==> config.mk <==
export PLATFORM = sky130hd
export DESIGN_NAME = core_top
export DESIGN_NICKNAME = d
export VERILOG_FILES = /design/src/common/rv32i_types.sv /design/src/common/core_bus_types.sv /design/src/decode/control.sv /design/src/execute/exec_unit.sv /design/src/logic/core_top.sv /design/src/logic/hs_sender.sv /design/src/logic/issue_ctrl.sv /design/src/logic/regfile.sv
export VERILOG_INCLUDE_DIRS = /design/src /design/src/common
export SDC_FILE = /design/constraint.sdc
export NUM_CORES = 2
export LEC_CHECK = 0
export BUFFER_PORTS_ARGS = -buffer_cell sky130_fd_sc_hd__buf_2
export CAP_MARGIN = 0
export CORE_ASPECT_RATIO = 1.1
export CORE_MARGIN = 8
export CORE_UTILIZATION = 52
export DETAILED_ROUTE_END_ITERATION = 10
export PLACE_DENSITY = 0.69
export SYNTH_ARGS = -nofsm -noshare
export SYNTH_HDL_FRONTEND = slang
export SYNTH_SLANG_ARGS = --single-unit
==> constraint.sdc <==
create_clock -name i_clk -period 11 [get_ports i_clk]
set_input_delay 1.1 -clock i_clk [delete_from_list [all_inputs] [get_ports i_clk]]
set_output_delay 1.1 -clock i_clk [all_outputs]
set_load 0.05 [all_outputs]
==> src/common/rv32i_settings.svh <==
`ifndef RV32I_SETTINGS_SVH
`define RV32I_SETTINGS_SVH

`define RV_XLEN    32 // data and address width
`define RV_NREGS   32
`define RV_RADDR_W 5

`endif

==> src/common/rv32i_types.sv <==
`include "rv32i_settings.svh"

package rv32i_types;

	typedef logic [`RV_XLEN-1:0] rv32i_word;
	typedef logic [`RV_RADDR_W-1:0] rv32i_reg;

	typedef enum logic [6:0] {
		op_lui   = 7'b0110111,
		op_auipc = 7'b0010111,
		op_jal   = 7'b1101111,
		op_jalr  = 7'b1100111,
		op_br    = 7'b1100011,
		op_load  = 7'b0000011,
		op_store = 7'b0100011,
		op_imm   = 7'b0010011,
		op_reg   = 7'b0110011
	} rv32i_opcode;

	typedef enum logic [2:0] {
		beq  = 3'b000,
		bne  = 3'b001,
		blt  = 3'b100,
		bge  = 3'b101,
		bltu = 3'b110,
		bgeu = 3'b111
	} branch_funct3_t;

	typedef enum logic [2:0] {
		lb  = 3'b000,
		lh  = 3'b001,
		lw  = 3'b010,
		lbu = 3'b100,
		lhu = 3'b101
	} load_funct3_t;

	typedef enum logic [2:0] {
		sb = 3'b000,
		sh = 3'b001,
		sw = 3'b010
	} store_funct3_t;

	typedef enum logic [2:0] {
		add, sll, slt, sltu, axor, sr, aor, aand
	} arith_funct3_t;

	typedef enum logic [2:0] {
		alu_add, alu_sll, alu_sra, alu_sub, alu_xor, alu_srl, alu_or, alu_and
	} alu_ops;

	typedef enum logic {am1_rs1_out, am1_pc_out} alumux1_sel_t;
	typedef enum logic [2:0] {
		am2_i_imm, am2_u_imm, am2_b_imm, am2_s_imm, am2_j_imm, am2_rs2_out
	} alumux2_sel_t;
	typedef enum logic {cm_rs2_out, cm_i_imm} cmpmux_sel_t;
	typedef enum logic [3:0] {
		rf_alu_out, rf_br_en, rf_u_imm, rf_lw, rf_pc_plus4, rf_lb, rf_lbu, rf_lh, rf_lhu
	} regfilemux_sel_t;
	typedef enum logic {mm_pc_out, mm_alu_out} marmux_sel_t;

	typedef struct packed {
		rv32i_opcode     opcode;
		logic [2:0]      funct3;
		logic [6:0]      funct7;
		rv32i_word       i_imm;
		rv32i_word       s_imm;
		rv32i_word       b_imm;
		rv32i_word       u_imm;
		rv32i_word       j_imm;
		rv32i_reg        src1;
		rv32i_reg        src2;
		rv32i_reg        dest;
		alu_ops          aluop;
		branch_funct3_t  cmpop; // also serves slt and sltu
		alumux1_sel_t    alumux1_sel;
		alumux2_sel_t    alumux2_sel;
		cmpmux_sel_t     cmpmux_sel;
		regfilemux_sel_t regfilemux_sel;
		marmux_sel_t     marmux_sel;
		logic            load_regfile;
		logic            mem_read;
		logic            mem_write;
		logic [3:0]      wmask; // byte lanes before the address shift
	} control_word_t;

endpackage

==> src/common/core_bus_types.sv <==
package core_bus_types;

	import rv32i_types::*;

	typedef struct packed {
		rv32i_word pc;
		rv32i_word instr;
	} ins_req_t;

	typedef struct packed {
		rv32i_word  addr;
		rv32i_word  wdata; // already placed on its byte lanes
		logic [3:0] wmask;
		logic       we;
	} mem_req_t;

	typedef struct packed {
		rv32i_word pc;
		rv32i_reg  rd;
		logic      we;
		rv32i_word wdata;
		rv32i_word next_pc;
	} retire_t;

endpackage

==> src/decode/control.sv <==
module control
	import rv32i_types::*;
(
	input  rv32i_word     i_data,
	output control_word_t o_cw
);

	always_comb begin
		o_cw.opcode = rv32i_opcode'(i_data[6:0]);
		o_cw.funct3 = i_data[14:12];
		o_cw.funct7 = i_data[31:25];

		o_cw.i_imm = {{21{i_data[31]}}, i_data[30:20]};
		o_cw.s_imm = {{21{i_data[31]}}, i_data[30:25], i_data[11:7]};
		o_cw.b_imm = {{20{i_data[31]}}, i_data[7], i_data[30:25], i_data[11:8], 1'b0};
		o_cw.u_imm = {i_data[31:12], 12'h000};
		o_cw.j_imm = {{12{i_data[31]}}, i_data[19:12], i_data[20], i_data[30:21], 1'b0};

		o_cw.src1 = i_data[19:15];
		o_cw.src2 = i_data[24:20];
		o_cw.dest = i_data[11:7];

		o_cw.aluop          = alu_add;
		o_cw.cmpop          = beq;
		o_cw.alumux1_sel    = am1_rs1_out;
		o_cw.alumux2_sel    = am2_i_imm;
		o_cw.cmpmux_sel     = cm_rs2_out;
		o_cw.regfilemux_sel = rf_alu_out;
		o_cw.marmux_sel     = mm_pc_out;
		o_cw.load_regfile   = 1'b0;
		o_cw.mem_read       = 1'b0;
		o_cw.mem_write      = 1'b0;
		o_cw.wmask          = 4'b0000;

		unique case (o_cw.opcode)
			op_lui: begin
				o_cw.load_regfile   = 1'b1;
				o_cw.regfilemux_sel = rf_u_imm;
			end
			op_auipc: begin
				o_cw.load_regfile = 1'b1;
				o_cw.alumux1_sel  = am1_pc_out;
				o_cw.alumux2_sel  = am2_u_imm;
			end
			op_jal: begin
				o_cw.load_regfile   = 1'b1;
				o_cw.regfilemux_sel = rf_pc_plus4;
				o_cw.alumux1_sel    = am1_pc_out;
				o_cw.alumux2_sel    = am2_j_imm; // target comes out of the alu
			end
			op_jalr: begin
				o_cw.load_regfile   = 1'b1;
				o_cw.regfilemux_sel = rf_pc_plus4;
			end
			op_br: begin
				o_cw.alumux1_sel = am1_pc_out;
				o_cw.alumux2_sel = am2_b_imm;
				o_cw.cmpop       = branch_funct3_t'(o_cw.funct3);
			end
			op_load: begin
				o_cw.load_regfile = 1'b1;
				o_cw.mem_read     = 1'b1;
				o_cw.marmux_sel   = mm_alu_out;
				unique case (load_funct3_t'(o_cw.funct3))
					lb:      o_cw.regfilemux_sel = rf_lb;
					lh:      o_cw.regfilemux_sel = rf_lh;
					lbu:     o_cw.regfilemux_sel = rf_lbu;
					lhu:     o_cw.regfilemux_sel = rf_lhu;
					default: o_cw.regfilemux_sel = rf_lw;
				endcase
			end
			op_store: begin
				o_cw.mem_write   = 1'b1;
				o_cw.marmux_sel  = mm_alu_out;
				o_cw.alumux2_sel = am2_s_imm;
				unique case (store_funct3_t'(o_cw.funct3))
					sb:      o_cw.wmask = 4'b0001;
					sh:      o_cw.wmask = 4'b0011;
					sw:      o_cw.wmask = 4'b1111;
					default: o_cw.wmask = 4'b0000;
				endcase
			end
			op_imm, op_reg: begin
				o_cw.load_regfile = 1'b1;
				if (o_cw.opcode == op_reg) begin
					o_cw.alumux2_sel = am2_rs2_out;
				end else begin
					o_cw.cmpmux_sel = cm_i_imm;
				end
				unique case (arith_funct3_t'(o_cw.funct3))
					add: begin
						if (o_cw.opcode == op_reg && o_cw.funct7[5]) begin
							o_cw.aluop = alu_sub;
						end
					end
					sll: o_cw.aluop = alu_sll;
					slt: begin
						o_cw.regfilemux_sel = rf_br_en;
						o_cw.cmpop          = blt;
					end
					sltu: begin
						o_cw.regfilemux_sel = rf_br_en;
						o_cw.cmpop          = bltu;
					end
					axor: o_cw.aluop = alu_xor;
					sr: begin
						// bit 30 picks arithmetic shift for both srai and sra
						if (o_cw.funct7[5]) begin
							o_cw.aluop = alu_sra;
						end else begin
							o_cw.aluop = alu_srl;
						end
					end
					aor:  o_cw.aluop = alu_or;
					aand: o_cw.aluop = alu_and;
				endcase
			end
			default: ; // unknown opcodes retire as a no-op
		endcase
	end

endmodule

==> src/execute/exec_unit.sv <==
module exec_unit
	import rv32i_types::*;
	import core_bus_types::*;
(
	input  control_word_t i_cw,
	input  rv32i_word     i_pc,
	input  rv32i_word     i_rs1,
	input  rv32i_word     i_rs2,
	input  rv32i_word     i_mem_rdata,
	output mem_req_t      o_mem,
	output rv32i_word     o_wdata,
	output rv32i_word     o_next_pc
);

	rv32i_word alu_a;
	rv32i_word alu_b;
	rv32i_word alu_out;
	rv32i_word cmp_b;
	rv32i_word pc_plus4;
	rv32i_word addr;
	rv32i_word rdata_sh; // addressed byte moved down to lane 0
	logic      br_en;
	logic [1:0] off;

	assign alu_a    = (i_cw.alumux1_sel == am1_pc_out) ? i_pc : i_rs1;
	assign cmp_b    = (i_cw.cmpmux_sel == cm_i_imm) ? i_cw.i_imm : i_rs2;
	assign pc_plus4 = i_pc + 32'd4;

	always_comb begin
		case (i_cw.alumux2_sel)
			am2_u_imm:   alu_b = i_cw.u_imm;
			am2_b_imm:   alu_b = i_cw.b_imm;
			am2_s_imm:   alu_b = i_cw.s_imm;
			am2_j_imm:   alu_b = i_cw.j_imm;
			am2_rs2_out: alu_b = i_rs2;
			default:     alu_b = i_cw.i_imm;
		endcase
	end

	always_comb begin
		case (i_cw.aluop)
			alu_add: alu_out = alu_a + alu_b;
			alu_sll: alu_out = alu_a << alu_b[4:0];
			alu_sra: alu_out = rv32i_word'($signed(alu_a) >>> alu_b[4:0]);
			alu_sub: alu_out = alu_a - alu_b;
			alu_xor: alu_out = alu_a ^ alu_b;
			alu_srl: alu_out = alu_a >> alu_b[4:0];
			alu_or:  alu_out = alu_a | alu_b;
			alu_and: alu_out = alu_a & alu_b;
		endcase
	end

	always_comb begin
		case (i_cw.cmpop)
			beq:     br_en = (i_rs1 == cmp_b);
			bne:     br_en = (i_rs1 != cmp_b);
			blt:     br_en = ($signed(i_rs1) < $signed(cmp_b));
			bge:     br_en = ($signed(i_rs1) >= $signed(cmp_b));
			bltu:    br_en = (i_rs1 < cmp_b);
			bgeu:    br_en = (i_rs1 >= cmp_b);
			default: br_en = 1'b0;
		endcase
	end

	assign addr = (i_cw.marmux_sel == mm_alu_out) ? alu_out : i_pc;
	assign off  = addr[1:0];

	always_comb begin
		o_mem.addr  = addr;
		o_mem.wdata = i_rs2 << {off, 3'b000};
		o_mem.wmask = i_cw.wmask << off;
		o_mem.we    = i_cw.mem_write;
	end

	assign rdata_sh = i_mem_rdata >> {off, 3'b000};

	always_comb begin
		case (i_cw.regfilemux_sel)
			rf_br_en:    o_wdata = {31'b0, br_en};
			rf_u_imm:    o_wdata = i_cw.u_imm;
			rf_lw:       o_wdata = i_mem_rdata;
			rf_pc_plus4: o_wdata = pc_plus4;
			rf_lb:       o_wdata = {{24{rdata_sh[7]}}, rdata_sh[7:0]};
			rf_lbu:      o_wdata = {24'b0, rdata_sh[7:0]};
			rf_lh:       o_wdata = {{16{rdata_sh[15]}}, rdata_sh[15:0]};
			rf_lhu:      o_wdata = {16'b0, rdata_sh[15:0]};
			default:     o_wdata = alu_out;
		endcase
	end

	always_comb begin
		case (i_cw.opcode)
			op_jal:  o_next_pc = alu_out;
			op_jalr: o_next_pc = {alu_out[31:1], 1'b0};
			op_br:   o_next_pc = br_en ? alu_out : pc_plus4;
			default: o_next_pc = pc_plus4;
		endcase
	end

	// the decoder must never ask for a read and a write in one access
	always_comb begin
		assert (!(i_cw.mem_read === 1'b1 && i_cw.mem_write === 1'b1));
	end

endmodule

==> src/logic/core_top.sv <==
module core_top
	import rv32i_types::*;
	import core_bus_types::*;
(
	input  logic      i_clk,
	input  logic      i_rst_n,
	input  logic      i_ins_req,
	input  ins_req_t  i_ins,
	output logic      o_ins_ack,
	output logic      o_mem_req,
	output mem_req_t  o_mem,
	input  logic      i_mem_ack,
	input  rv32i_word i_mem_rdata,
	output logic      o_ret_req,
	output retire_t   o_ret,
	input  logic      i_ret_ack
);

	ins_req_t      cur;
	control_word_t cw;
	rv32i_word     rs1;
	rv32i_word     rs2;
	rv32i_word     wdata;
	rv32i_word     next_pc;
	mem_req_t      mem_next;
	retire_t       ret_next;
	logic          mem_load;
	logic          mem_done;
	logic          rf_we;
	logic          ret_load;
	logic          ret_done;

	assign ret_next = '{pc: cur.pc, rd: cw.dest, we: rf_we, wdata: wdata, next_pc: next_pc};

	control dec0 (
		.i_data (cur.instr),
		.o_cw   (cw)
	);

	regfile rf0 (
		.i_clk      (i_clk),
		.i_rst_n    (i_rst_n),
		.i_we       (rf_we),
		.i_rd_addr  (cw.dest),
		.i_rd_data  (wdata),
		.i_rs1_addr (cw.src1),
		.i_rs2_addr (cw.src2),
		.o_rs1      (rs1),
		.o_rs2      (rs2)
	);

	exec_unit ex0 (
		.i_cw        (cw),
		.i_pc        (cur.pc),
		.i_rs1       (rs1),
		.i_rs2       (rs2),
		.i_mem_rdata (i_mem_rdata),
		.o_mem       (mem_next),
		.o_wdata     (wdata),
		.o_next_pc   (next_pc)
	);

	issue_ctrl ctrl0 (
		.i_clk      (i_clk),
		.i_rst_n    (i_rst_n),
		.i_ins_req  (i_ins_req),
		.i_ins      (i_ins),
		.i_cw       (cw),
		.i_mem_done (mem_done),
		.i_ret_done (ret_done),
		.o_ins_ack  (o_ins_ack),
		.o_cur      (cur),
		.o_mem_load (mem_load),
		.o_rf_we    (rf_we),
		.o_ret_load (ret_load)
	);

	hs_sender #(.T_PAYLOAD(mem_req_t)) mem_sender (
		.i_clk     (i_clk),
		.i_rst_n   (i_rst_n),
		.i_load    (mem_load),
		.i_payload (mem_next),
		.i_ack     (i_mem_ack),
		.o_req     (o_mem_req),
		.o_payload (o_mem),
		.o_done    (mem_done)
	);

	hs_sender #(.T_PAYLOAD(retire_t)) ret_sender (
		.i_clk     (i_clk),
		.i_rst_n   (i_rst_n),
		.i_load    (ret_load),
		.i_payload (ret_next),
		.i_ack     (i_ret_ack),
		.o_req     (o_ret_req),
		.o_payload (o_ret),
		.o_done    (ret_done)
	);

endmodule

==> src/logic/hs_sender.sv <==
module hs_sender #(
	parameter type T_PAYLOAD = logic
) (
	input  logic     i_clk,
	input  logic     i_rst_n,
	input  logic     i_load,
	input  T_PAYLOAD i_payload,
	input  logic     i_ack,
	output logic     o_req,
	output T_PAYLOAD o_payload,
	output logic     o_done
);

	typedef enum logic [1:0] {S_IDLE, S_REQ, S_ACK_LOW} state_t;

	state_t state;

	always_ff @(posedge i_clk or negedge i_rst_n) begin
		if (!i_rst_n) begin
			state  <= S_IDLE;
			o_req  <= 1'b0;
			o_done <= 1'b0;
		end else begin
			o_done <= 1'b0;
			case (state)
				S_IDLE: begin
					if (i_load) begin
						o_req <= 1'b1;
						state <= S_REQ;
					end
				end
				S_REQ: begin
					if (i_ack) begin
						o_req <= 1'b0;
						state <= S_ACK_LOW;
					end
				end
				S_ACK_LOW: begin
					if (!i_ack) begin // receiver has closed the transaction
						o_done <= 1'b1;
						state  <= S_IDLE;
					end
				end
				default: state <= S_IDLE;
			endcase
		end
	end

	always_ff @(posedge i_clk) begin
		if (i_load) begin
			o_payload <= i_payload;
		end
	end

	assert property (@(posedge i_clk) disable iff (!i_rst_n) i_load |-> state == S_IDLE);

	assert property (@(posedge i_clk) disable iff (!i_rst_n)
		o_req && $past(o_req) |-> $stable(o_payload));

endmodule

==> src/logic/issue_ctrl.sv <==
module issue_ctrl
	import rv32i_types::*;
	import core_bus_types::*;
(
	input  logic          i_clk,
	input  logic          i_rst_n,
	input  logic          i_ins_req,
	input  ins_req_t      i_ins,
	input  control_word_t i_cw,
	input  logic          i_mem_done,
	input  logic          i_ret_done,
	output logic          o_ins_ack,
	output ins_req_t      o_cur,
	output logic          o_mem_load,
	output logic          o_rf_we,
	output logic          o_ret_load
);

	typedef enum logic [2:0] {ST_IDLE, ST_EXEC, ST_MEM, ST_RETIRE, ST_ACK} state_t;

	state_t state;
	logic   ret_busy; // retire event already handed to the sender
	logic   is_mem;

	assign is_mem = i_cw.mem_read | i_cw.mem_write;

	always_ff @(posedge i_clk or negedge i_rst_n) begin
		if (!i_rst_n) begin
			state    <= ST_IDLE;
			ret_busy <= 1'b0;
		end else begin
			case (state)
				ST_IDLE: begin
					if (i_ins_req) begin
						state <= ST_EXEC;
					end
				end
				ST_EXEC: state <= is_mem ? ST_MEM : ST_RETIRE;
				ST_MEM: begin
					if (i_mem_done) begin
						state <= ST_RETIRE;
					end
				end
				ST_RETIRE: begin
					ret_busy <= 1'b1;
					if (i_ret_done) begin
						ret_busy <= 1'b0;
						state    <= ST_ACK;
					end
				end
				ST_ACK: begin
					if (!i_ins_req) begin
						state <= ST_IDLE;
					end
				end
				default: state <= ST_IDLE;
			endcase
		end
	end

	always_ff @(posedge i_clk) begin
		if (state == ST_IDLE && i_ins_req) begin
			o_cur <= i_ins;
		end
	end

	assign o_mem_load = (state == ST_EXEC) && is_mem;
	assign o_ret_load = (state == ST_RETIRE) && !ret_busy;
	assign o_rf_we    = o_ret_load && i_cw.load_regfile; // same edge the retire payload is taken
	assign o_ins_ack  = (state == ST_ACK);

endmodule

==> src/logic/regfile.sv <==
`include "rv32i_settings.svh"

module regfile
	import rv32i_types::*;
(
	input  logic      i_clk,
	input  logic      i_rst_n,
	input  logic      i_we,
	input  rv32i_reg  i_rd_addr,
	input  rv32i_word i_rd_data,
	input  rv32i_reg  i_rs1_addr,
	input  rv32i_reg  i_rs2_addr,
	output rv32i_word o_rs1,
	output rv32i_word o_rs2
);

	rv32i_word regs [`RV_NREGS];

	always_ff @(posedge i_clk or negedge i_rst_n) begin
		if (!i_rst_n) begin
			for (int i = 0; i < `RV_NREGS; i++) begin
				regs[i] <= '0;
			end
		end else if (i_we && (i_rd_addr != '0)) begin // x0 stays zero from reset
			regs[i_rd_addr] <= i_rd_data;
		end
	end

	assign o_rs1 = regs[i_rs1_addr];
	assign o_rs2 = regs[i_rs2_addr];

endmodule

==> impl_metrics.toml <==
[synthesis]
yosysWarnings = 0
synthArstFlopShare_pct = 81.51
synth_top_area_share_pct = 34.99
ys_top_cells_by_area = "dfrtp_1 35%, mux2i_1 13%, edfxtp_1 9.5%"
synth_cell_types = 99
synth_area_mm2 = 0.07408
syn_nets = 7883
synthCells = 7648
synth.yosys.seq_area_share_pct = 44.52
yosys.area.top_type = "dfrtp_1"
synthFlopType = "dfrtp_1"
synth_edf_count = 235
avgSynthCellArea_um2 = 9.686
ys_seq_elements = 1271

[drt]
met2WireLength_um = 144700
firstDrtPassIters = 7
drc_errors = 0
first_iter_violations = 9478
wl_met1_um = 124600
finalWirelength_um = 332900
highest_layer = "met5"
wl_per_cell_um = 34.34
viasPerCell = 6.867
ant_nets = 0
dr_wl_met3_um = 36900
vias = 66580

[cells_and_area]
final_common_cell = "dfrtp_1"
fillCellCount = 12170
syn2layout_area_growth_pct = 11.39
fin_nets = 7892
drive_gt1_share_pct = 14.90
final_cell_mix = "1036 x dfrtp_1, 980 x nand2_1, 944 x mux2i_1"

[sta]
fmaxAchievable_mhz = 110.6
tightest_slew_ns = 1.403
hold_viol = 0
setup_violations = 0
fin_tns_setup_ns = 0
slew_headroom_pct = 6.122
layout_min_cycle_time_ns = 9.038
finalMaxSlewViolations = 0
fin_crit_sh_pct = 82.16
fin_skew_ns = 0.04555
rsz0062_at_grt = "no"
setup_slack_ns = 1.962

[power_and_ir_drop]
powerDensity_mw_per_mm2 = 169.3
ir_drop_mv = 0.1608
power.leakage_nw = 36.74

[global_routing]
antenna_found_initial = 19
grt_start_max_net_pins = 161
grt_pass1_vias = 63880
grt.total_usage_pct = 41.75
grt_first_pass_wirelength_um = 469800
grt.overflow.total = 0

[job]
maxCapViolations = 0

[floorplan]
initial_utilization_pct = 52.28
die_w_um = 375.9
row_count = 145
die_area_mm2 = 0.1548
core_mm2 = 0.1417
io_pins = 275
die_y_um = 411.9

[placement]
dp_slack_ns = 2.243
gp_congestion = 1.057
portBuffers = 274
dp_hpwl_um = 225900

[setup_path]
worst-path-max-fanout = 52
crit_path_end_kind = "flop"
critPathMaxStageDelay_ns = 0.91
cp_cell_sequence = "buf_12, buf_4, mux4_2, a211oi_1, nand4_1, o21ai_0, nand2_1, or4_1, o41ai_1, xnor2_1, ha_1, a21o_1, a21o_1, or2_2, nor2_1, o2bb2ai_1, a21oi_1, a211o_1, a31oi_1, o21ai_0, o31ai_1, a221oi_1, o21ai_2, o21ai_0"
cpMaxStageDelayCell = "o21ai_2"
arrival_ns = 9.65
path_class = "reg -> reg"
cp.required_ns = 11.61
crit_path_frequent_cell = "o21ai_0"
startpoint_type = "flop"

[clocking]
clkTransAtPathRegs_ns = 0.06
cts-resized-gates = 0
cts_tree = "built"
cts_buffers = 139
cts.sinks = 1271
clk_latency_ns = 0.83
cts_buffer_depth = 3
post_cts_buffers = 0
clock-root-buffer = "clkbuf_16"
cts.htree.levels = 4
cts.hold.buffers_added = 0

[worst_hold_path]
hold_class = "in -> async"

[status]
status = "complete, no violations"
==> metal layers <==
layer	vias to the layer above	GRT usage, %
li1	28000	-
met1	33080	52.83
met2	4393	62.68
met3	1096	11.36
met4	10	27.82
met5	-	0
==> kinds of logic (layout without fill, tap and decap cells) <==
family / after synthesis / in the layout / synth area share [%]
adder cells (fa/ha/maj): 134 / 134 / 2.273
flip-flops: 1271 / 1271 / 44.52
AND/OR/NAND/NOR: 1949 / 1949 / 11.44
multiplexers: 1197 / 1197 / 17.98
buffers and inverters: 804 / 928 / 4.594
AO/OA/AOI/OAI: 2204 / 2204 / 18.14
XOR/XNOR: 89 / 89 / 1.052
other: 0 / 12 / 0
==> cell usage after synthesis (8+ instances only) <==
library cell,count
clkbuf_1,467
nand3_1,237
a221oi_1,30
mux4_2,91
edfxtp_1,235
or2_2,11
o221ai_1,11
dfrtp_1,1036
a211oi_1,25
mux2i_1,945
a21o_1,31
nor4_1,51
buf_2,147
a221o_1,8
inv_1,110
nor2b_1,21
a22oi_1,416
a31oi_1,28
o211ai_1,67
buf_1,25
nand2_1,1012
buf_4,41
a211o_1,9
xor2_1,33
o21ai_1,24
nand2b_1,16
and2_1,37
o2111ai_1,11
or3_1,21
mux2_2,152
mux2_1,9
and3_1,38
o22ai_1,83
o21a_1,14
o2bb2ai_1,8
a21oi_1,404
o21ai_0,877
nor2_1,370
nor3_1,49
xnor2_1,56
ha_1,133
a22o_1,14
nand4_1,41
o31ai_1,53
==> flip-flops by register name, summed over array words and instances (netlist names) <==
name / flops
rf0.regs: 1024
ret_sender.o_payload: 102
mem_sender.o_payload: 69
ctrl0.o_cur: 64
ctrl0.state: 3
mem_sender.state: 2
ret_sender.state: 2
ctrl0.ret_busy: 1
mem_sender.o_done: 1
mem_sender.o_req: 1
ret_sender.o_done: 1
ret_sender.o_req: 1
==> cell type report <==
type	instances	area, um2	share of cell area (%)
multi-input cells	5573	38200	46.30
flip-flops and latches	1271	32980	39.97
clock buffers	211	4189	5.077
repair buffers	556	3711	4.497
well taps	1911	2391	2.898
clock inverters	45	571.8	0.6929
inverters	116	440.4	0.5337
diodes	12	30.03	0.03639
==> worst max-delay path, delay by kind of cell (launching register included) <==
family | cells | cell delay [ns]
buffers and inverters | 2 | 1.15
flip-flops | 1 | 0.87
XOR/XNOR | 1 | 0.13
AND/OR/NAND/NOR | 5 | 1.85
multiplexers | 1 | 0.41
AO/OA/AOI/OAI | 14 | 3.98
adder cells (fa/ha/maj) | 1 | 0.38
==> stage by stage <==
step | instances | cell area [um2] | hold WS (ns) | total power (W) | utilization, %
after global routing | 9683 | 82490 | 0.4024 | 0.01433 | 58.22
after CTS | 9683 | 82480 | 0.3536 | 0.01388 | 58.21
final | 9695 | 82520 | 0.3467 | 0.01397 | 58.24
after floorplan | 7648 | 74080 | 0.4244 | 0.007548 | -
after global placement | 9427 | 77720 | 0.3809 | 0.009019 | 54.85
after detailed placement | 9427 | 77720 | 0.3869 | 0.009048 | 54.85
==> power by group <==
part / leakage, nW / total (W) / switching (W) / internal (W)
sequential: 12.3 / 0.00543 / 0.000257 / 0.00518
clock: 2.32 / 0.00487 / 0.00204 / 0.00284
combinational: 22.1 / 0.00366 / 0.00276 / 0.000905
total: 36.7 / 0.0140 / 0.00505 / 0.00892
==> worst paths after layout <==
path | from | to | slack (ns) | cells after the start
max | ctrl0.o_cur[21]$_DFFE_PP_ | rf0.regs[702]$_DFFE_PN0P_ | 1.96 | 24
min | i_rst_n | rf0.regs[920]$_DFFE_PN0P_ | 0.35 | 1
max reg2reg | ctrl0.o_cur[21]$_DFFE_PP_ | rf0.regs[702]$_DFFE_PN0P_ | 1.96 | 24
min reg2reg | rf0.regs[1022]$_DFFE_PN0P_ | rf0.regs[1022]$_DFFE_PN0P_ | 0.40 | 0
max in group asynchronous | i_rst_n | rf0.regs[111]$_DFFE_PN0P_ | 8.42 | 3
min in group i_clk | rf0.regs[1022]$_DFFE_PN0P_ | rf0.regs[1022]$_DFFE_PN0P_ | 0.40 | 0
Power figures use the tool's default switching activity.
